## config.mk

```make
export PLATFORM = sky130hd
export DESIGN_NAME = irqCtrl
export DESIGN_NICKNAME = d
export VERILOG_FILES = /design/src/lspcPkg.sv /design/src/irqCtrl.sv
export SDC_FILE = /design/constraint.sdc
export NUM_CORES = 1
export LEC_CHECK = 0
export BUFFER_PORTS_ARGS = -buffer_cell sky130_fd_sc_hd__buf_2
export CORE_AREA = 2 2 39 41
export CTS_CLUSTER_SIZE = 12
export DETAILED_ROUTE_END_ITERATION = 8
export DIE_AREA = 0 0 41 43
export HOLD_SLACK_MARGIN = 0.05
export PLACE_DENSITY = 0.44
export SKIP_LAST_GASP = 1
export SLEW_MARGIN = 20
export SYNTH_ARGS = -nofsm -noshare
export SYNTH_HDL_FRONTEND = slang
export SYNTH_SLANG_ARGS = --single-unit
```

## constraint.sdc

```tcl
create_clock -name CLK -period 1.6 [get_ports CLK]
set_clock_uncertainty 0.15 [all_clocks]
set_input_delay 0.24 -clock CLK [delete_from_list [all_inputs] [get_ports CLK]]
set_output_delay 0.24 -clock CLK [all_outputs]
set_load 0.1 [all_outputs]
```

## src/lspcPkg.sv

```systemverilog
package lspcPkg;

	// Raster geometry
	localparam int LINE_LEN    = 384;	// Clocks per line
	localparam int FRAME_LINES = 264;	// Lines per frame
	localparam int VBLANK_LINE = 248;	// First vblank line

	// Timer run window when PAL stop is on
	localparam int PAL_TOP    = 16;
	localparam int PAL_BOTTOM = 248;	// Exclusive

	// VRAM geometry
	localparam int VRAM_WORDS = 32768;
	localparam int VRAM_AW    = $clog2(VRAM_WORDS);	// Low address bits that index the array

	// Host word offsets
	localparam logic [2:0] REG_VRAMADDR  = 3'd0;
	localparam logic [2:0] REG_VRAMDATA  = 3'd1;
	localparam logic [2:0] REG_VRAMMOD   = 3'd2;
	localparam logic [2:0] REG_MODE      = 3'd3;
	localparam logic [2:0] REG_TIMERHI   = 3'd4;
	localparam logic [2:0] REG_TIMERLO   = 3'd5;
	localparam logic [2:0] REG_IRQACK    = 3'd6;
	localparam logic [2:0] REG_TIMERSTOP = 3'd7;

	// Offset 3 is written as control and read back as status
	typedef union packed
	{
		struct packed
		{
			logic [7:0] aaSpeed;	// Frames per animation step
			logic [2:0] timerMode;	// Reload on LSB write, frame, zero
			logic       timerIrqEn;
			logic       aaDisable;
			logic [2:0] unused;
		} ctrl;
		struct packed
		{
			logic [8:0] vCount;	// Current raster line
			logic [2:0] zero;
			logic       videoMode;	// 0 is NTSC
			logic [2:0] aaCount;
		} status;
	} lspcMode_u;

endpackage

```

## src/irqCtrl.sv

```systemverilog
`timescale 1ns/1ps

module irqCtrl
	import lspcPkg::*;
(
	input  logic       CLK,
	input  logic       nRESET,
	input  logic [8:0] vCount,
	input  logic [8:0] hCount,
	input  logic       timerZero,
	input  logic       timerIrqEn,
	input  logic       ackWr,
	input  logic [2:0] wrData,	// Ack mask
	output logic       irqVblank,
	output logic       irqTimer,
	output logic       irqBoot
);

	logic vblankSet;
	logic timerSet;

	assign vblankSet = (vCount == VBLANK_LINE) && (hCount == 9'd0);
	assign timerSet  = timerZero && timerIrqEn;

	// Set beats ack in the same cycle
	always_ff @(posedge CLK)
	begin
		if (!nRESET)
		begin
			irqBoot   <= 1'b1;	// Cold boot flag
			irqTimer  <= 1'b0;
			irqVblank <= 1'b0;
		end
		else
		begin
			if (ackWr && wrData[0])
				irqBoot <= 1'b0;
			if (timerSet)
				irqTimer <= 1'b1;
			else if (ackWr && wrData[1])
				irqTimer <= 1'b0;
			if (vblankSet)
				irqVblank <= 1'b1;
			else if (ackWr && wrData[2])
				irqVblank <= 1'b0;
		end
	end

	// Timer irq only from an enabled timer
	assert property (@(posedge CLK) disable iff (!nRESET) $rose(irqTimer) |-> $past(timerIrqEn));

endmodule

```

==> metrics.txt <==
Rows 14; kind of cell adding the most delay to the critical path buffers and inverters; Seq/Total Area, Yosys a little under two fifths; drt first pass iters 2; Slowest-stage cell, CP buf_2; critical path fanouts, max 2; cell with the most instances after synthesis nand2_1; pre-CTS worst setup slack about 230 ps; fin worst setup slack about 240 ps; syn nets 45; final hold violation count 0; Vias 259; IO Port Bufs 28; latest clock arrival within the worst-skew pair 230 ps; core area roughly 0.0014 mm2; TritonCTS Buffers 3; Core Util, Final between 20 and 25%; synthesized cell area 156 um2; Fmax 733 MHz; clock net sink count 3; Critical Path, Cell by Cell buf_2; die height approximately 43 um; CTS tree yes; Tightest Hold Check Type input pin to register; slew at the pin closest to its max-slew limit 490 ps; Max-Cap Viols 0; share of layout cells above drive strength 1 64.7%; DR iter-0 viols 1; final setup fails 0; Die W 41 um; DRC Markers 0; routability cong. 0.581; post-cts repair resize count 0; TNS Setup 0 ps; Initial Util 11.3%; detailed-route wire length per cell 8.15 um; die area 0.00176 mm2; Global Route Usage Sum 6.71%; top cell type's share of synthesized area 38.4%; Synth Area per Inst a little over 8 um2; dpl cells 63; Buf/Inv on CP 1; dominant cell type by area after synthesis dfxtp_1; Diodes inserted 0; critical path class register to output pin; synthesized flop and latch total 3; total gr overflow 0; Area Growth Syn to Fin 119%; Layout Nets 78; Worst Path Required 1210 ps; Routed Antenna Nets 0; number of global-route vias before repair 238; H-tree depth 1; ys async rst share 0%; Post-CTS Hold Buffers 0; most frequent cells after synthesis nand2_1 (6), dfxtp_1 (3); period utilization a little under nine tenths; Power Density 813 mW/mm2; Synth area leaders dfxtp_1 (38%), nand2_1 (14%), nor4_2 (8.0%); Yosys cell types 12; synth warn 0; cell count after synthesis 19; WL final around 550 um; relative slew slack 67.6%; clock tree buffer depth 2; initial antenna violation count 0; Largest stage delay, worst path 420 ps; first-pass GRT wire length 779 um; status completed; Final Non-Filler Cells 67; final HPWL from detailed placement 491 um; WP data arrival 970 ps; Leak roughly 0.18 nW; Final min period 1360 ps; post-CTS setup buffer count 0; pin count of the biggest net entering global routing 5; maximum VDD drop about 0.22 mV; Post-synth EDFFs 0; root buffer cell clkbuf_4; Vias/cell ~3.9; Setup crit start kind register; RSZ-0062 raised after global routing false; prevailing post-synth register cell dfxtp_1; Crit. End Element output pin; Worst-path clk slew around 30 ps; Boundary Pins 29; Max Transition Viols Final 0
-- cell families after synthesis --
family	Yosys count	share of synthesized area (%)
and+or+nand+nor	13	48.0
DFF	3	38.4
AOI/OAI and AO/OA	3	13.6
-- power by group --
| group | switching, mW | internal [mW] | leakage, nW | total (mW) |
|---|---|---|---|---|
| Sequential | 0.00156 | 0.0785 | 0.0246 | 0.0801 |
| Combinational | 0.0385 | 0.0285 | 0.140 | 0.0670 |
| Clock | 0.0382 | 0.0934 | 0.0150 | 0.132 |
| Total | 0.0782 | 0.200 | 0.179 | 0.279 |
-- placed cells by master, fill, tap and decap left out --
cell | Yosys | layout
a22oi_1 | 1 | 1
nor4_2 | 1 | 1
or4_1 | 1 | 1
nor2b_1 | 1 | 1
nor2_1 | 1 | 1
clkbuf_4 | 0 | 3
a21oi_1 | 1 | 1
a31o_1 | 1 | 1
clkbuf_1 | 0 | 1
nor3_1 | 1 | 1
dfxtp_1 | 3 | 3
nand4_1 | 1 | 1
buf_2 | 0 | 28
or4_4 | 1 | 1
nand2_1 | 6 | 6
-- flip-flops by register name (all words and copies together) (netlist names) --
register   flops
irqBoot        1
irqVblank      1
irqTimer       1
-- per-layer routing --
metal	track usage [%]	up-vias	routed length, um
met5	0	-	0
met4	2.00	0	0
met3	4.71	0	97
met2	11.3	24	235
met1	6.07	101	213
li1	-	134	-
-- path summary, 6_finish.rpt --
kind	depth (start not counted)	end	slack, ps	startpoint
setup reg to reg	3	irqVblank$_SDFFE_PN0P_	780	irqVblank$_SDFFE_PN0P_
hold reg to reg	2	irqBoot$_SDFFE_PN1P_	300	irqBoot$_SDFFE_PN1P_
hold / removal	2	irqBoot$_SDFFE_PN1P_	70	nRESET
setup / recovery	1	irqBoot	240	irqBoot$_SDFFE_PN1P_
-- cell type report --
type | instances | area [um2]
clock buffers | 4 | 26.3
fillers | 156 | 1040
well taps | 16 | 20.0
flip-flops and latches | 3 | 60.1
multi-input cells | 16 | 96.3
repair buffers | 28 | 140
-- through the flow --
stage                     instance area, um2  power (mW)  hold WS [ps]
after detailed placement                 317       0.149           290
after floorplan                          156       0.114           152
final                                    343       0.279          70.4
after CTS                                343       0.288          68.5
after global placement                   317       0.149           286
after global routing                     343       0.298          79.3
No activity file was read; power rests on OpenSTA's default activity.
