$ cat config.mk
export PLATFORM = sky130hd
export DESIGN_NAME = lspcTimer
export DESIGN_NICKNAME = d
export VERILOG_FILES = /design/src/lspcPkg.sv /design/src/lspcTimer.sv
export SDC_FILE = /design/constraint.sdc
export NUM_CORES = 1
export LEC_CHECK = 0
export BUFFER_PORTS_ARGS = -buffer_cell sky130_fd_sc_hd__buf_2
export CAP_MARGIN = 30
export CORE_MARGIN = 4
export CORE_UTILIZATION = 49
export DETAILED_ROUTE_END_ITERATION = 7
export PLACE_DENSITY = 0.82
export SKIP_CTS_REPAIR_TIMING = 1
export SYNTH_ARGS = -nofsm -noshare
export SYNTH_HDL_FRONTEND = slang
export SYNTH_SLANG_ARGS = --single-unit
export TNS_END_PERCENT = 30
$ cat constraint.sdc
create_clock -name CLK -period 2.7 [get_ports CLK]
set_clock_uncertainty 0.2 [all_clocks]
set_input_delay 0.27 -clock CLK [delete_from_list [all_inputs] [get_ports CLK]]
set_output_delay 0.27 -clock CLK [all_outputs]
set_load 0.01 [all_outputs]
$ cat src/lspcPkg.sv
package lspcPkg;

	// Raster geometry
	localparam int LINE_LEN    = 384;	// Clocks per line
	localparam int FRAME_LINES = 264;	// Lines per frame
	localparam int VBLANK_LINE = 248;	// First vblank line

	// Timer run window when PAL stop is on
	localparam int PAL_TOP    = 16;
	localparam int PAL_BOTTOM = 248;	// Exclusive

	// VRAM geometry
	localparam int VRAM_WORDS = 32768;
	localparam int VRAM_AW    = $clog2(VRAM_WORDS);	// Low address bits that index the array

	// Host word offsets
	localparam logic [2:0] REG_VRAMADDR  = 3'd0;
	localparam logic [2:0] REG_VRAMDATA  = 3'd1;
	localparam logic [2:0] REG_VRAMMOD   = 3'd2;
	localparam logic [2:0] REG_MODE      = 3'd3;
	localparam logic [2:0] REG_TIMERHI   = 3'd4;
	localparam logic [2:0] REG_TIMERLO   = 3'd5;
	localparam logic [2:0] REG_IRQACK    = 3'd6;
	localparam logic [2:0] REG_TIMERSTOP = 3'd7;

	// Offset 3 is written as control and read back as status
	typedef union packed
	{
		struct packed
		{
			logic [7:0] aaSpeed;	// Frames per animation step
			logic [2:0] timerMode;	// Reload on LSB write, frame, zero
			logic       timerIrqEn;
			logic       aaDisable;
			logic [2:0] unused;
		} ctrl;
		struct packed
		{
			logic [8:0] vCount;	// Current raster line
			logic [2:0] zero;
			logic       videoMode;	// 0 is NTSC
			logic [2:0] aaCount;
		} status;
	} lspcMode_u;

endpackage

$ cat src/lspcTimer.sv
`timescale 1ns/1ps

module lspcTimer
	import lspcPkg::*;
(
	input  logic        CLK,
	input  logic        nRESET,
	input  logic [31:0] timerLoad,
	input  logic        loadLoWr,
	input  logic [2:0]  timerMode,
	input  logic [8:0]  hCount,
	input  logic [8:0]  vCount,
	input  logic        frameStart,
	input  logic        timerPalStop,
	output logic        timerZero
);

	logic [31:0] count;
	logic [8:0]  nextLine;	// Line after the current one
	logic        inWindow;	// Current line lies inside the PAL run window
	logic        run;
	logic        zeroHit;	// Decrement from 1 this cycle
	logic        reloadNow;

	assign nextLine = (vCount == FRAME_LINES - 1) ? 9'd0 : vCount + 9'd1;

	// Window flag follows the line, looked up one clock early
	always_ff @(posedge CLK)
	begin
		if (!nRESET)
			inWindow <= 1'b0;	// Line 0 is above the window
		else if (hCount == LINE_LEN - 1)
			inWindow <= (nextLine >= PAL_TOP) && (nextLine < PAL_BOTTOM);
	end

	always_comb
	begin
		run       = (count != 0) && (!timerPalStop || inWindow);
		zeroHit   = run && (count == 32'd1);
		reloadNow = (loadLoWr && timerMode[0]) || (frameStart && timerMode[1]);
	end

	always_ff @(posedge CLK)
	begin
		if (!nRESET)
		begin
			count     <= '0;
			timerZero <= 1'b0;
		end
		else
		begin
			timerZero <= zeroHit && !reloadNow;	// One-cycle pulse
			if (reloadNow)
				count <= timerLoad;	// LSB write or frame reload
			else if (zeroHit)
				count <= timerMode[2] ? timerLoad : 32'd0;	// Repeat mode
			else if (run)
				count <= count - 32'd1;
		end
	end

endmodule

==> results list <==
- Number of buffers and inverters on the critical path: 0
- The run finished with clean final reports.
- Most frequent cells after synthesis: 39 x nand2_1, 34 x dfxtp_1, 22 x mux2i_1
- Clock insertion delay at the later pin of the skew report: just under 300 ps
- Cell taking the most area after synthesis: dfxtp_1
* Root cell of the clock tree: clkbuf_8
- Count of distinct cell types in the synthesized netlist: 47
* Worst R2R End: count[29]
- Maximum clock path buffer count: 2
- For this block, the routed nets add up to 7.905 mm of wire.
- Post-placement worst setup slack: -7.133 ps
* Least-Margin Pin Slew: 756.5 ps
- Die Span X: around 80 µm
- Number of cells traversed by the worst register-to-register path: 6
- The synthesized design contains 0 enable-type register cells.
- Routed wire length per instance: 16.23 µm
- Setup slack on the worst reg-to-reg path comes out at 40 ps.
* Internal power contribution: 1114 µW
- Max-cap violations in this run came to 0.
- Residual DRC count: 0
- Synthesis produced a netlist with a net count of 397.
- By startpoint and endpoint, the worst setup path is classified as flip-flop to flip-flop.
* Worst-case setup margin in the final layout: 38.48 ps
* Crit path max-delay cell type: or4_4
- WHS: 71.66 ps
- Cell Area, Synth: 2561 µm²
- The via count of the first global-routing pass is about 2900.
- Ordered cell list for the critical path: or4_4 -> or3_4 -> or2_4 -> or4_4 -> nor2b_4 -> o32ai_2
- Min Tclk post-route: 2662 ps
- Fin nets: approximately 480
* CP required: 2700 ps
- Clock sinks: 34
- Sequential share of power: 0.354
- The congestion estimate from routability-driven global placement came to approximately 0.94.
* Max H-tree Level: 2
* Commonest register cell after synthesis: dfxtp_1
- Final global-route overflow total: 0
* Sum of internal, switching and leakage power: roughly 1800 µW
- The filler cells instantiated in the layout total 457.
- The worst pin sits at a relative slew slack of 0.4956.
* Fmax: 375.7 MHz
- Layout cell share with drive strength beyond 1: 0.2806
- By area the synthesized netlist is led by dfxtp_1 27%, mux2i_1 8.6%, nand2_1 5.7%, xnor2_1 5.1%, o22ai_1 4.4%.
* Post-synth top area share: 0.2658
- The detail route stage leaves a number of antenna-violating nets equal to 0.
- Number of standard-cell rows in the floorplan: 26
- Pin count of the biggest net entering global routing: 19
- Net switching power of the design: approximately 640 µW
* Ant diodes: 0
* Cell seen most often among critical-path stages: or4_4
- Setup violations remaining at the end of the flow were counted as 0.
- Die extent in y: 80.30 µm
* Core outline area: 5075 µm²
- Vias per inst: approximately 6
- Crit path max-delay family: simple AND/OR/NAND/NOR gates
- Post-synthesis async set-or-reset flop share: 0
* Reported leakage power: 0.001434 µW
- Counting the buffers created by CTS gives 5.
* Clock-pin transition on the worst setup and hold timing paths: 70 ps
* Critical Path Fanout Max: 5
- Power density cells: 537.8 nW/µm²
* First-iteration detailed-routing DRC count: roughly 270
- Crit-path max cell delay: 540 ps
- Synthesis inferred 34 register bits.
- Relative contribution of the clock network to total power: 0.225
- Counting instances, the worst hold path has a depth of 3.
- Initial cell density of the core: 0.5047
- Synth Instances: 337
- Across every metal layer, demand over resource in global routing totals 0.2577.
- Detailed-route via count: 2930
* Final core utilization: 0.6428
* RSZ-0062 raised after global routing: yes
* Combinational cell fraction of total power: 0.422
- The worst hold path belongs to the class input port to flip-flop.
- Total number of yosys warnings: 0
- Worst IR drop on VDD: between 0.4 and 0.5 mV
- Length of the first detailed-routing pass in iterations: 4
- Antenna violations before repair: 0
- During I/O placement, the number of pins put on the boundary was 59.
- Share of the clock period used by the worst path: 0.9857
* Switching power share of the total: 0.3652
- Global-route wire length before repair: roughly 13 mm
- CTS tree: yes
* Hold Vio Cnt, Final: 0
* Die footprint: about 6400 µm²
* Critical Path Source Type: flip-flop
- The path with the worst hold slack has its endpoint at count[23].
- Final count of pins violating max slew: 0
* Hold_sp: timerLoad[23]
- Relative area change from synthesis to final layout: 27.36%
- After legalization and detailed placement, the total HPWL measured 6.010 mm.
- Of the synthesized area, sequential elements account for 0.2658.
- In this run the critical register-to-register path is launched from count[19].
* Data arrival time of the worst path: 2670 ps
- Port Buffers: slightly below 60
* Type of element capturing the critical path: flip-flop
- Cell with the most instances after synthesis: nand2_1
* Synthesized area per cell: 7.600 µm²
-- cell usage in the layout (no fill, tap or decap), drive strengths merged, types with 4 or more instances in the layout --
cell type	instances
a21oi	19
a31oi	16
buf	97
clkbuf	7
dfxtp	34
inv	4
mux2i	22
nand2	39
nand3	12
nand4	6
nor2	20
nor2b	4
nor3	14
nor4	13
o211ai	4
o21ai	17
o22ai	18
or4	7
xnor2	15
xor2	12
-- layer usage --
metal / track usage / part of all wire / vias up
li1: - / - / 1428
met1: 0.3177 / 0.42 / 1365
met2: 0.4421 / 0.49 / 117
met3: 0.03700 / 0.070 / 20
met4: 0.1132 / 0.024 / 0
met5: 0 / 0 / -
-- worst max-delay path by stage --
stage                         start        end  slack (ps)  cells past startpoint
after floorplan           count[17]  count[29]         -70                      8
after global routing      count[19]  count[29]         -20                      6
after detailed placement  count[19]  count[29]          -7                      6
after global placement    count[19]  count[29]          60                      6
final                     count[19]  count[29]          40                      6
after CTS                 count[19]  count[29]         -20                      6
-- tightest hold or removal path: stages --
cell and delay, ps:
buf_2 90, nand2_1 50, o221ai_1 120
-- cell type report --
| class | count | area (µm²) | share of cell area |
|---|---|---|---|
| sequential | 34 | 680.7 | 0.2087 |
| clock inverter | 1 | 5.005 | 0.001534 |
| timing repair buffer | 97 | 583.1 | 0.1787 |
| clock buffer | 7 | 86.33 | 0.02647 |
| inverter | 4 | 15.01 | 0.004603 |
| tap | 70 | 87.58 | 0.02685 |
| multi-input combinational | 274 | 1804 | 0.5531 |
-- registers in the layout (all words and copies together), names as in the netlist --
name	cells
timerZero	1
count	32
inWindow	1
-- cell families (layout without fill, tap and decap cells) --
family | count (synthesis) | count (layout) | synth area share
AOI/OAI and AO/OA | 91 | 91 | 0.2262
xor gates and xnor gates | 27 | 27 | 0.09233
adders and majority gates | 2 | 2 | 0.009769
buffers and inverters | 29 | 109 | 0.04446
DFF | 34 | 34 | 0.2658
muxes | 22 | 22 | 0.08598
and+or+nand+nor | 132 | 132 | 0.2755
-- through the flow --
stage          instances  area (µm²)  setup TNS (ps)
2_1_floorplan        337        2567          -71.17
3_3_place_gp         479        3139               0
3_5_place_dp         479        3139          -7.133
4_1_cts              487        3231          -19.65
5_1_grt              487        3262          -19.97
6_report             487        3262               0
-- power groups by stage --
stage / sequential [µW] / combinational [µW] / clock (µW)
2_1_floorplan: 607 / 471 / 0
3_3_place_gp: 623 / 686 / 0
3_5_place_dp: 628 / 710 / 0
4_1_cts: 617 / 713 / 403
5_1_grt: 629 / 815 / 427
6_report: 621 / 740 / 394
(Power assumes the default switching activity.)
