`src/lspcPkg.sv`:
```
package lspcPkg;

	// Raster geometry
	localparam int LINE_LEN    = 384;	// Clocks per line
	localparam int FRAME_LINES = 264;	// Lines per frame
	localparam int VBLANK_LINE = 248;	// First vblank line

	// Timer run window when PAL stop is on
	localparam int PAL_TOP    = 16;
	localparam int PAL_BOTTOM = 248;	// Exclusive

	// VRAM geometry
	localparam int VRAM_WORDS = 32768;
	localparam int VRAM_AW    = $clog2(VRAM_WORDS);	// Low address bits that index the array

	// Host word offsets
	localparam logic [2:0] REG_VRAMADDR  = 3'd0;
	localparam logic [2:0] REG_VRAMDATA  = 3'd1;
	localparam logic [2:0] REG_VRAMMOD   = 3'd2;
	localparam logic [2:0] REG_MODE      = 3'd3;
	localparam logic [2:0] REG_TIMERHI   = 3'd4;
	localparam logic [2:0] REG_TIMERLO   = 3'd5;
	localparam logic [2:0] REG_IRQACK    = 3'd6;
	localparam logic [2:0] REG_TIMERSTOP = 3'd7;

	// Offset 3 is written as control and read back as status
	typedef union packed
	{
		struct packed
		{
			logic [7:0] aaSpeed;	// Frames per animation step
			logic [2:0] timerMode;	// Reload on LSB write, frame, zero
			logic       timerIrqEn;
			logic       aaDisable;
			logic [2:0] unused;
		} ctrl;
		struct packed
		{
			logic [8:0] vCount;	// Current raster line
			logic [2:0] zero;
			logic       videoMode;	// 0 is NTSC
			logic [2:0] aaCount;
		} status;
	} lspcMode_u;

endpackage

```
`src/lspcRegs.sv`:
```
`timescale 1ns/1ps

module lspcRegs
	import lspcPkg::*;
(
	input  logic        CLK,
	input  logic        nRESET,
	input  logic [2:0]  addr,
	input  logic [15:0] wrData,
	input  logic        wrEn,
	input  logic        rdEn,
	input  logic [15:0] readBuffer,
	input  logic [15:0] vramMod,
	input  logic [8:0]  vCount,
	input  logic [2:0]  aaCount,
	output logic [15:0] rdData,
	output logic        vramAddrWr,
	output logic        vramDataWr,
	output logic        vramModWr,
	output logic [31:0] timerLoad,
	output logic        loadLoWr,
	output logic [2:0]  timerMode,
	output logic        timerIrqEn,
	output logic        timerPalStop,
	output logic [7:0]  aaSpeed,
	output logic        aaDisable,
	output logic        ackWr
);

	lspcMode_u modeWr;	// Control view of the bus word
	lspcMode_u modeRd;	// Status view for read-back

	assign modeWr = wrData;

	// Strobes to the VRAM port and irq block, same cycle as wrEn
	assign vramAddrWr = wrEn && (addr == REG_VRAMADDR);
	assign vramDataWr = wrEn && (addr == REG_VRAMDATA);
	assign vramModWr  = wrEn && (addr == REG_VRAMMOD);
	assign ackWr      = wrEn && (addr == REG_IRQACK);

	always_comb
	begin
		modeRd = '0;
		modeRd.status.vCount    = vCount;
		modeRd.status.videoMode = 1'b0;	// NTSC only
		modeRd.status.aaCount   = aaCount;
	end

	always_ff @(posedge CLK)
	begin
		if (!nRESET)
		begin
			aaSpeed      <= '0;
			timerMode    <= '0;
			timerIrqEn   <= 1'b0;
			aaDisable    <= 1'b0;
			timerLoad    <= '0;
			timerPalStop <= 1'b0;
			loadLoWr     <= 1'b0;
		end
		else
		begin
			// Delayed so the timer sees the full new reload value
			loadLoWr <= wrEn && (addr == REG_TIMERLO);
			if (wrEn)
			begin
				case (addr)
					REG_MODE:
					begin
						aaSpeed    <= modeWr.ctrl.aaSpeed;
						timerMode  <= modeWr.ctrl.timerMode;
						timerIrqEn <= modeWr.ctrl.timerIrqEn;
						aaDisable  <= modeWr.ctrl.aaDisable;
					end
					REG_TIMERHI:   timerLoad[31:16] <= wrData;
					REG_TIMERLO:   timerLoad[15:0]  <= wrData;
					REG_TIMERSTOP: timerPalStop     <= wrData[0];
					default:       ;	// VRAM ports and ack handled by strobes
				endcase
			end
		end
	end

	// Read-back, one cycle after rdEn
	always_ff @(posedge CLK)
	begin
		if (!nRESET)
			rdData <= '0;
		else if (rdEn)
		begin
			case (addr)
				REG_VRAMADDR, REG_VRAMDATA,
				REG_TIMERHI, REG_TIMERLO: rdData <= readBuffer;
				REG_VRAMMOD, REG_IRQACK:  rdData <= vramMod;
				default:                  rdData <= modeRd;	// Offsets 3 and 7
			endcase
		end
	end

	// Host never reads and writes in one cycle
	assert property (@(posedge CLK) disable iff (!nRESET) !(wrEn && rdEn));

endmodule

```
`config.mk`:
```
export PLATFORM = sky130hd
export DESIGN_NAME = lspcRegs
export DESIGN_NICKNAME = d
export VERILOG_FILES = /design/src/lspcPkg.sv /design/src/lspcRegs.sv
export SDC_FILE = /design/constraint.sdc
export NUM_CORES = 1
export LEC_CHECK = 0
export BUFFER_PORTS_ARGS = -buffer_cell sky130_fd_sc_hd__buf_2
export CAP_MARGIN = 10
export CORE_ASPECT_RATIO = 0.7
export CORE_MARGIN = 2
export CORE_UTILIZATION = 39
export CTS_CLUSTER_SIZE = 25
export DETAILED_ROUTE_END_ITERATION = 10
export GPL_TIMING_DRIVEN = 0
export PLACE_DENSITY_LB_ADDON = 0.2
export REMOVE_ABC_BUFFERS = 1
export SYNTH_ARGS = -nofsm -noshare
export SYNTH_HDL_FRONTEND = slang
export SYNTH_SLANG_ARGS = --single-unit
```
`constraint.sdc`:
```
create_clock -name CLK -period 1.4 [get_ports CLK]
set_input_delay 0.07 -clock CLK [delete_from_list [all_inputs] [get_ports CLK]]
set_output_delay 0.07 -clock CLK [all_outputs]
set_load 0.01 [all_outputs]
```
==> flow_summary.yaml <==
power_and_ir_drop:
  clockPowerShare: 0.395
  power.total_mw: 3.86
  cellLeakagePower_nw: 1.90
  p_switching_mw: 0.977
  p_per_area_nw_per_um2: 1070
  pwr-share-seq: 0.487
  p_int_mw: 2.89
  p_sw_frac: 0.253
  pwr-share-comb: 0.118
  ir_drop_mv: 0.494
timing:
  fin_crit_ns: 1.18
  setup_violations: 0
  min_period_over_period: 0.842
  finalHoldViolations: 0
  slew_viol_final: 0
  maxClockFrequency_mhz: 849
  tightest_slew_ns: 0.629
  holdWs_ns: 0.0157
  rsz0062_at_grt: "no"
  skew_ns: 0
  relSlewSlack: 0.581
clock_network:
  cts_max_level: 3
  root_buffer: "clkbuf_8"
  cts_buffer_depth: 2
  numClockSinks: 63
  path_clk_slew_ns: 0.07
  cts_tree: "yes"
  cts_made_buffers: 9
  clkLatencyLatePin_ns: 0.34
global_route:
  grt_max_degree: 93
  grt_usage: 0.173
  antenna_found_initial: 0
  grt_pass1_vias: 2147
  grt_pass1_wl_um: 10100
  globalRoute.totalOverflow: 0
critical_path:
  crit_chain: "buf_6 -> nand3_1 -> o221ai_1"
  cp.buffers_inverters: 1
  crit_path_start_kind: "input port"
  critPathMaxStageDelay_ns: 0.51
  arrival_ns: 1.42
  cp_top_family: "simple AND/OR/NAND/NOR gates"
  critical_path.slowest_cell: "nand3_1"
  cp-end-kind: "flip-flop"
  required_ns: 1.64
  crit_type: "input port to flip-flop"
  crit_fanout: 92
final_layout:
  layout-drive-gt1-share: 0.381
  area_growth_pct: 35.7
  n_antenna_cell: 0
  final_nets: 471
floorplanning:
  die_h_um: 73.2
  start_util: 0.399
  dieArea_um2: 7530
  io_pins: 134
  die_x_um: 103
  core_area_um2: 6690
  rows: 25
placement:
  place_congestion: 0.728
  post-dp-hpwl_um: 4400
  port_buffers: 133
min_path:
  hp-class: "input port to flip-flop"
yosys:
  ys_top_cells_by_area: "dfxtp_1 47%, mux2i_1 22%, nand2_1 11%, nand3b_1 4.5%, o221ai_1 3.9%"
  ys_seq_area_frac: 0.473
  ys_ff_latch: 63
  avgSynthCellArea_um2: 9.74
  synthDominantCellAreaShare: 0.473
  netlist_area_um2: 2670
  yosysUniqueCellTypes: 23
  synth_warnings: 0
  syn_inst: 274
  synth_area_leader_cell: "dfxtp_1"
drt:
  first_pass_iters: 6
  via_per_inst: 4.68
  ant_nets: 0
  drt_iter0_drc: 66
  drc: 0
  vias: 2353
  wl_per_cell_um: 12.9
  wl_um: 6500
status:
  outcome: "finished, final reports clean"
flow_run:
  cap_violations: 0
[state kept, by name, summed over array words and instances, names as in the netlist]
signal and cells:
rdData 16, timerIrqEn 1, timerLoad 32, loadLoWr 1
timerPalStop 1, aaSpeed 8, timerMode 3, aaDisable 1
[cells in the mapped netlist]
cell type	n
nand2_1	75
dfxtp_1	63
mux2i_1	58
nand3b_1	16
o221ai_1	12
clkbuf_1	10
nand2b_1	7
a31oi_1	4
buf_1	4
o21ai_0	4
buf_2	3
buf_4	3
buf_6	3
nor2_1	3
buf_12	1
inv_1	1
nand3_1	1
nand4_1	1
nand4b_1	1
nand4b_2	1
nor3_1	1
nor3b_1	1
nor4bb_4	1
[final timing paths]
path / from / to / slack (ns) / cells past startpoint
hold reg to reg: timerLoad[11] / timerLoad[11] / 0.45 / 2
hold / removal: readBuffer[5] / rdData[5] / 0.02 / 3
setup / recovery: nRESET / rdData[14] / 0.22 / 3
setup reg to reg: aaSpeed[4] / aaSpeed[4] / 0.75 / 2
[routing by layer]
| layer | wire (µm) | GRT usage | vias up |
|---|---|---|---|
| li1 | - | - | 1208 |
| met1 | 3090 | 0.219 | 1063 |
| met2 | 2880 | 0.278 | 74 |
| met3 | 456 | 0.0584 | 8 |
| met4 | 70 | 0.0614 | 0 |
| met5 | 0 | 0 | - |
[area by class of cell]
class                   instances  area (µm²)
multi-input cells             186        1270
fillers                       660        3070
clock buffers                  10         128
well taps                      94         118
clock inverters                 6        61.3
inverters                       1        3.75
repair buffers                143         781
flip-flops and latches         63        1260
[metrics by stage]
stage	setup slack, ns	instances	util	setup TNS (ns)	instance area (µm²)
after floorplan	0.0970	250	-	0	2520
after global placement	-0.988	477	0.494	-40.99	3310
after detailed placement	-0.390	479	0.500	-14.30	3350
after CTS	0.0207	499	0.535	0	3580
after global routing	0.0718	503	0.541	0	3620
final	0.222	503	0.541	0	3620
[logic make-up after synthesis]
| logic type | synth area share |
|---|---|
| flip-flops | 0.473 |
| multiplexers | 0.218 |
| buffers and inverters | 0.0553 |
| AO/OA/AOI/OAI | 0.0563 |
| AND/OR/NAND/NOR | 0.198 |
[cells in the final DEF (no fill, tap or decap), drive strengths merged]
master         n
dlygate4sd3    4
nand3b        16
o21ai          4
bufinv         1
nor3           1
mux2i         58
clkbuf        10
nand4b         2
dfxtp         63
nand3          1
buf          139
a31oi          4
nor3b          1
clkinvlp       1
clkinv         4
nand4          1
nand2b         7
o221ai        12
inv            1
nor2           3
nor4bb         1
nand2         75
[timing repair]
action | 4_1_cts | 5_1_grt
setup endpoints to repair | 9 | 17
hold buffers | 4 | 0
setup buffers | 0 | 4
pin swaps | 0 | 2
gates resized for setup | 1 | 1
endpoints found under the hold margin | 6 | 0
[power by group through the flow]
stage / registers [mW] / logic [mW] / clock network [mW]
2_1_floorplan: 1.96 / 0.156 / 0
3_3_place_gp: 1.92 / 0.435 / 0
3_5_place_dp: 1.92 / 0.445 / 0
4_1_cts: 1.88 / 0.456 / 1.57
5_1_grt: 1.89 / 0.502 / 1.66
6_report: 1.88 / 0.456 / 1.53
[worst register-to-register path, cell delays in order (launching register included)]
cell	delay, ns
dfxtp_1	0.34
nand2_1	0.05
mux2i_1	0.17
Note: power is estimated with default switching activity, not from simulation.
