<file path="src/lspcPkg.sv">
package lspcPkg;

	// Raster geometry
	localparam int LINE_LEN    = 384;	// Clocks per line
	localparam int FRAME_LINES = 264;	// Lines per frame
	localparam int VBLANK_LINE = 248;	// First vblank line

	// Timer run window when PAL stop is on
	localparam int PAL_TOP    = 16;
	localparam int PAL_BOTTOM = 248;	// Exclusive

	// VRAM geometry
	localparam int VRAM_WORDS = 32768;
	localparam int VRAM_AW    = $clog2(VRAM_WORDS);	// Low address bits that index the array

	// Host word offsets
	localparam logic [2:0] REG_VRAMADDR  = 3'd0;
	localparam logic [2:0] REG_VRAMDATA  = 3'd1;
	localparam logic [2:0] REG_VRAMMOD   = 3'd2;
	localparam logic [2:0] REG_MODE      = 3'd3;
	localparam logic [2:0] REG_TIMERHI   = 3'd4;
	localparam logic [2:0] REG_TIMERLO   = 3'd5;
	localparam logic [2:0] REG_IRQACK    = 3'd6;
	localparam logic [2:0] REG_TIMERSTOP = 3'd7;

	// Offset 3 is written as control and read back as status
	typedef union packed
	{
		struct packed
		{
			logic [7:0] aaSpeed;	// Frames per animation step
			logic [2:0] timerMode;	// Reload on LSB write, frame, zero
			logic       timerIrqEn;
			logic       aaDisable;
			logic [2:0] unused;
		} ctrl;
		struct packed
		{
			logic [8:0] vCount;	// Current raster line
			logic [2:0] zero;
			logic       videoMode;	// 0 is NTSC
			logic [2:0] aaCount;
		} status;
	} lspcMode_u;

endpackage

</file>
<file path="src/videoCounters.sv">
`timescale 1ns/1ps

module videoCounters
	import lspcPkg::*;
(
	input  logic       CLK,
	input  logic       nRESET,
	input  logic [7:0] aaSpeed,
	input  logic       aaDisable,
	output logic [8:0] hCount,
	output logic [8:0] vCount,
	output logic       frameStart,
	output logic [2:0] aaCount
);

	logic       lineEnd;
	logic       lastLine;
	logic [7:0] aaTimer;	// Frames left before next animation step

	assign lineEnd  = (hCount == LINE_LEN - 1);
	assign lastLine = (vCount == FRAME_LINES - 1);

	always_ff @(posedge CLK)
	begin
		if (!nRESET)
		begin
			hCount     <= '0;
			vCount     <= '0;
			frameStart <= 1'b0;
		end
		else
		begin
			frameStart <= lineEnd && lastLine;	// High with vCount back at 0
			if (lineEnd)
			begin
				hCount <= '0;
				vCount <= lastLine ? 9'd0 : vCount + 9'd1;
			end
			else
				hCount <= hCount + 9'd1;
		end
	end

	// Auto-animation divider
	always_ff @(posedge CLK)
	begin
		if (!nRESET)
		begin
			aaTimer <= '0;
			aaCount <= '0;
		end
		else if (frameStart)
		begin
			if (aaTimer == 8'd0)
			begin
				aaTimer <= aaSpeed;
				if (!aaDisable)
					aaCount <= aaCount + 3'd1;	// Wraps at 8
			end
			else
				aaTimer <= aaTimer - 8'd1;
		end
	end

endmodule

</file>
<file path="config.mk">
export PLATFORM = sky130hd
export DESIGN_NAME = videoCounters
export DESIGN_NICKNAME = d
export VERILOG_FILES = /design/src/lspcPkg.sv /design/src/videoCounters.sv
export SDC_FILE = /design/constraint.sdc
export NUM_CORES = 1
export LEC_CHECK = 0
export BUFFER_PORTS_ARGS = -buffer_cell sky130_fd_sc_hd__buf_2
export CAP_MARGIN = 0
export CORE_ASPECT_RATIO = 1.25
export CORE_UTILIZATION = 35
export DETAILED_ROUTE_END_ITERATION = 8
export PLACE_DENSITY = 0.59
export SKIP_LAST_GASP = 1
export SYNTH_ARGS = -nofsm -noshare
export SYNTH_HDL_FRONTEND = slang
export SYNTH_SLANG_ARGS = --single-unit
</file>
<file path="constraint.sdc">
create_clock -name CLK -period 1.95 [get_ports CLK]
set_clock_uncertainty 0.05 [all_clocks]
set_input_delay 0.195 -clock CLK [delete_from_list [all_inputs] [get_ports CLK]]
set_output_delay 0.195 -clock CLK [all_outputs]
set_load 0.01 [all_outputs]
</file>
==> metrics.md <==
| Metric | Value |
|---|---|
| Outcome | `complete, no violations` |
| Mapped Avg Cell Area | `9.00 µm²` |
| Vias per cell | `5.18` |
| Final Core Density | `0.467` |
| Cell Area, Placed | `around 1700 µm²` |
| Critical Path AT | `around 2 ns` |
| Routed len/inst | `13.2 µm` |
| Reg2Reg Launch Point | `aaTimer[0]$_SDFFE_PN0P_` |
| RD Place Congestion | `0.738` |
| Filler cell count | `410` |
| Critical path depth | `7` |
| Syn-to-layout area delta | `24.5%` |
| Total CTS buffers | `5` |
| Pin count of the biggest net entering global routing | `15` |
| Kind of end point of the critical path | `register` |
| Final worst-path cycle share | `0.957` |
| Slew @ Worst Pin | `0.421 ns` |
| Worst skew pair latency | `about 0.28 ns` |
| DP HPWL | `2560 µm` |
| WL final | `3410 µm` |
| FF-to-FF End | `aaTimer[0]$_SDFFE_PN0P_` |
| Final antenna-violating net count | `0` |
| Die height | `around 74 µm` |
| R2r setup slk | `0.08 ns` |
| Syn_nets | `179` |
| Max incr delay on CP | `0.52 ns` |
| Initial core utilization | `0.375` |
| Final net count | `222` |
| Post-layout min period | `1.87 ns` |
| Num rows | `25` |
| Share of layout cells above drive strength 1 | `0.263` |
| Crit path buf inv count | `2` |
| Power Total | `roughly 1100 µW` |
| Post-synthesis adder-cell area fraction | `0.0426` |
| CP required | `2.06 ns` |
| GRT overflow | `0` |
| Max Slew Vio Count | `0` |
| Vias | `between 1000 and 1500` |
| Buffers on Ports | `32` |
| CTS Root Cell | `clkbuf_8` |
| Worst Path Class, Setup | `register to register` |
| Final Instance Area | `between 1500 and 2000 µm²` |
| Final Hold Fails | `0` |
| Compound-Gate Fraction of Synth Area | `0.101` |
| Simple-Gate Fraction of Synth Area | `0.301` |
| Yosys warns | `0` |
| Post-Place Worst Slack | `0.0474 ns` |
| Die ar. | `4460 µm²` |
| TritonRoute pass-1 iters | `4` |
| Die extent in x | `approximately 60 µm` |
| Global-route wire length before repair | `5840 µm` |
| Flops & latches, synth | `30` |
| Reg2Reg Depth | `7` |
| Max clock buf depth | `2` |
| Setup violators final | `0` |
| Finished Layout Cells | `259` |
| # hold bufs at CTS | `0` |
| Area of the core | `3910 µm²` |
| Post-Synth XOR/XNOR Area | `0.0776` |
| Largest family of logic cells by synthesized area | `simple AND/OR/NAND/NOR gates` |
| Cell Pwr Density | `about 630 nW/µm²` |
| Cell Chain, Critical Path | `inv_2, ha_1, or4b_4, nor4_4, buf_6, mux2i_1, a21oi_1` |
| Worst setup path end | `aaTimer[0]$_SDFFE_PN0P_` |
| Mapped Cells | `163` |
| Post-synthesis sequential area ratio | `0.409` |
| CP max stage cell | `or4b_4` |
| Drt drc | `0` |
| Post-synthesis mux area share | `0.0350` |
| Dpl cells | `between 200 and 300` |
| CTS tree | `done` |
| Max Fclk | `roughly 540 MHz` |
| Crit path max fanout | `8` |
| Relative slew slack | `0.719` |
| # IOs | `33` |
| Max IR drop VDD | `0.000415 V` |
| Leak Pwr | `0.000760 µW` |
| Initial antenna violation count | `0` |
| CTS clk-pin slew, worst paths | `0.06 ns` |
| Crit-path leading delay family | `simple AND/OR/NAND/NOR gates` |
| # Max-Cap Violations | `0` |
| Clk sink count | `30` |
| Yosys cell types | `38` |
| RSZ-0062 raised after global routing | `true` |
| Worst min-delay path category | `input port to register` |
| Initial DRC count | `130` |
| H-tree lvl count | `2` |
| GRT Overall Usage | `0.175` |
| Antenna cells | `0` |
| Post-route setup slack | `0.0835 ns` |
| Number of global-route vias before repair | `~1300` |
| Critical path startpoint category | `register` |
| Post-Syn Area | `1470 µm²` |
| Worst Setup SP | `aaTimer[0]$_SDFFE_PN0P_` |
-- registers in the layout, indices dropped and copies added (netlist names) --
register / flops
aaCount: 3
aaTimer: 8
frameStart: 1
hCount: 9
vCount: 9
-- cell usage after synthesis (all sizes together) --
| master | count | area (µm²) |
|---|---|---|
| clkbuf | 4 | 15.0 |
| nor4 | 7 | 58.8 |
| nor4b | 3 | 32.5 |
| nand3b | 2 | 15.0 |
| nand3 | 10 | 50.1 |
| nand2 | 10 | 37.5 |
| o31ai | 3 | 22.5 |
| dfxtp | 30 | 601 |
| buf | 1 | 11.3 |
| nor2 | 16 | 60.1 |
| mux2 | 1 | 11.3 |
| and2b | 1 | 7.51 |
| ha | 5 | 62.6 |
| and3 | 4 | 25.0 |
| a31oi | 1 | 6.26 |
| nand4b | 3 | 26.3 |
| or2 | 1 | 6.26 |
| xor2 | 6 | 52.6 |
| and2 | 2 | 12.5 |
| nor3 | 1 | 5.00 |
| o21ai | 7 | 35.0 |
| or4 | 2 | 15.0 |
| nand4 | 7 | 43.8 |
| a21oi | 9 | 45.0 |
| inv | 6 | 22.5 |
| mux2i | 4 | 40.0 |
| nor3b | 2 | 20.0 |
| a221oi | 1 | 8.76 |
| o21a | 1 | 7.51 |
| o211ai | 2 | 15.0 |
| xnor2 | 7 | 61.3 |
| or4b | 1 | 13.8 |
| or3 | 1 | 6.26 |
| nor2b | 1 | 6.26 |
| a311oi | 1 | 8.76 |
-- cell usage in the layout, fill, tap and decap left out, drive strengths merged --
cell    synthesis  routed
nand3          10      10
and2            2       2
nor3            1       1
nand4           7       7
nor3b           2       2
o211ai          2       2
and3            4       4
o31ai           3       3
inv             6       6
a31oi           1       1
buf             1      41
nor4b           3       3
or4             2       2
dfxtp          30      30
xor2            6       6
nand2          10      10
or2             1       1
nor2b           1       1
a311oi          1       1
o21a            1       1
ha              5       5
a21oi           9       9
and2b           1       1
mux2            1       1
a221oi          1       1
nand4b          3       3
or4b            1       1
mux2i           4       4
nor2           16      16
clkbuf          4       6
nand3b          2       2
o21ai           7       7
nor4            7       7
or3             1       1
xnor2           7       7
-- cell type report --
class	count	area [µm²]	area share
clock buffers	6	82.6	0.0452
inverters	6	22.5	0.0123
multi-input cells	122	822	0.450
flip-flops and latches	30	601	0.329
well taps	54	67.6	0.0370
repair buffers	41	231	0.127
-- worst min-delay path, cell delays in order --
cell and delay (ns):
buf_2 0.09, nand2_1 0.05, a31oi_1 0.08
-- power breakdown --
part           leakage, µW  internal (µW)  total, µW  switching [µW]
clock network    0.0000431            271        482             211
registers         0.000242            618        624            5.57
logic             0.000474           19.4       43.9            24.6
-- cell families after synthesis --
group           after synthesis
flops                        30
compound gates               25
mux                           5
xor+xnor                     13
buf+inv                      11
fa+ha+maj                     5
simple gates                 74
-- metal layers --
layer  global-route usage  share of wire  vias to the layer above
met5                    0              0                        -
met4               0.0827          0.022                        0
met3               0.0487          0.041                        8
met2                0.295           0.53                       33
met1                0.203           0.41                      623
li1                     -              -                      678
-- how the worst min path moves through the flow --
| stage | from | to | slack (ns) | cells after the start |
|---|---|---|---|---|
| finish | aaSpeed[1] | aaTimer[1]$_SDFFE_PN0P_ | 0.14 | 3 |
| global route | aaSpeed[1] | aaTimer[1]$_SDFFE_PN0P_ | 0.14 | 3 |
| CTS | aaSpeed[1] | aaTimer[1]$_SDFFE_PN0P_ | 0.12 | 3 |
| detailed placement | hCount[0]$_SDFF_PP0_ | hCount[0]$_SDFF_PP0_ | 0.41 | 1 |
| global placement | hCount[0]$_SDFF_PP0_ | hCount[0]$_SDFF_PP0_ | 0.39 | 1 |
| floorplan | aaSpeed[1] | aaTimer[1]$_SDFFE_PN0P_ | 0.30 | 2 |
-- per-stage QoR --
stage                     hold WS (ns)  TNS [ns]
final                            0.141         0
after global routing             0.139   -0.0212
after CTS                        0.125         0
after detailed placement         0.406         0
after global placement           0.385         0
after floorplan                  0.300         0
-- what timing repair did --
item | 4_1_cts | 5_1_grt
gates resized for setup | 0 | 3
buffers inserted | 0 | 0
endpoints found under the setup margin | 0 | 3
No activity file was read; power rests on OpenSTA's default activity.
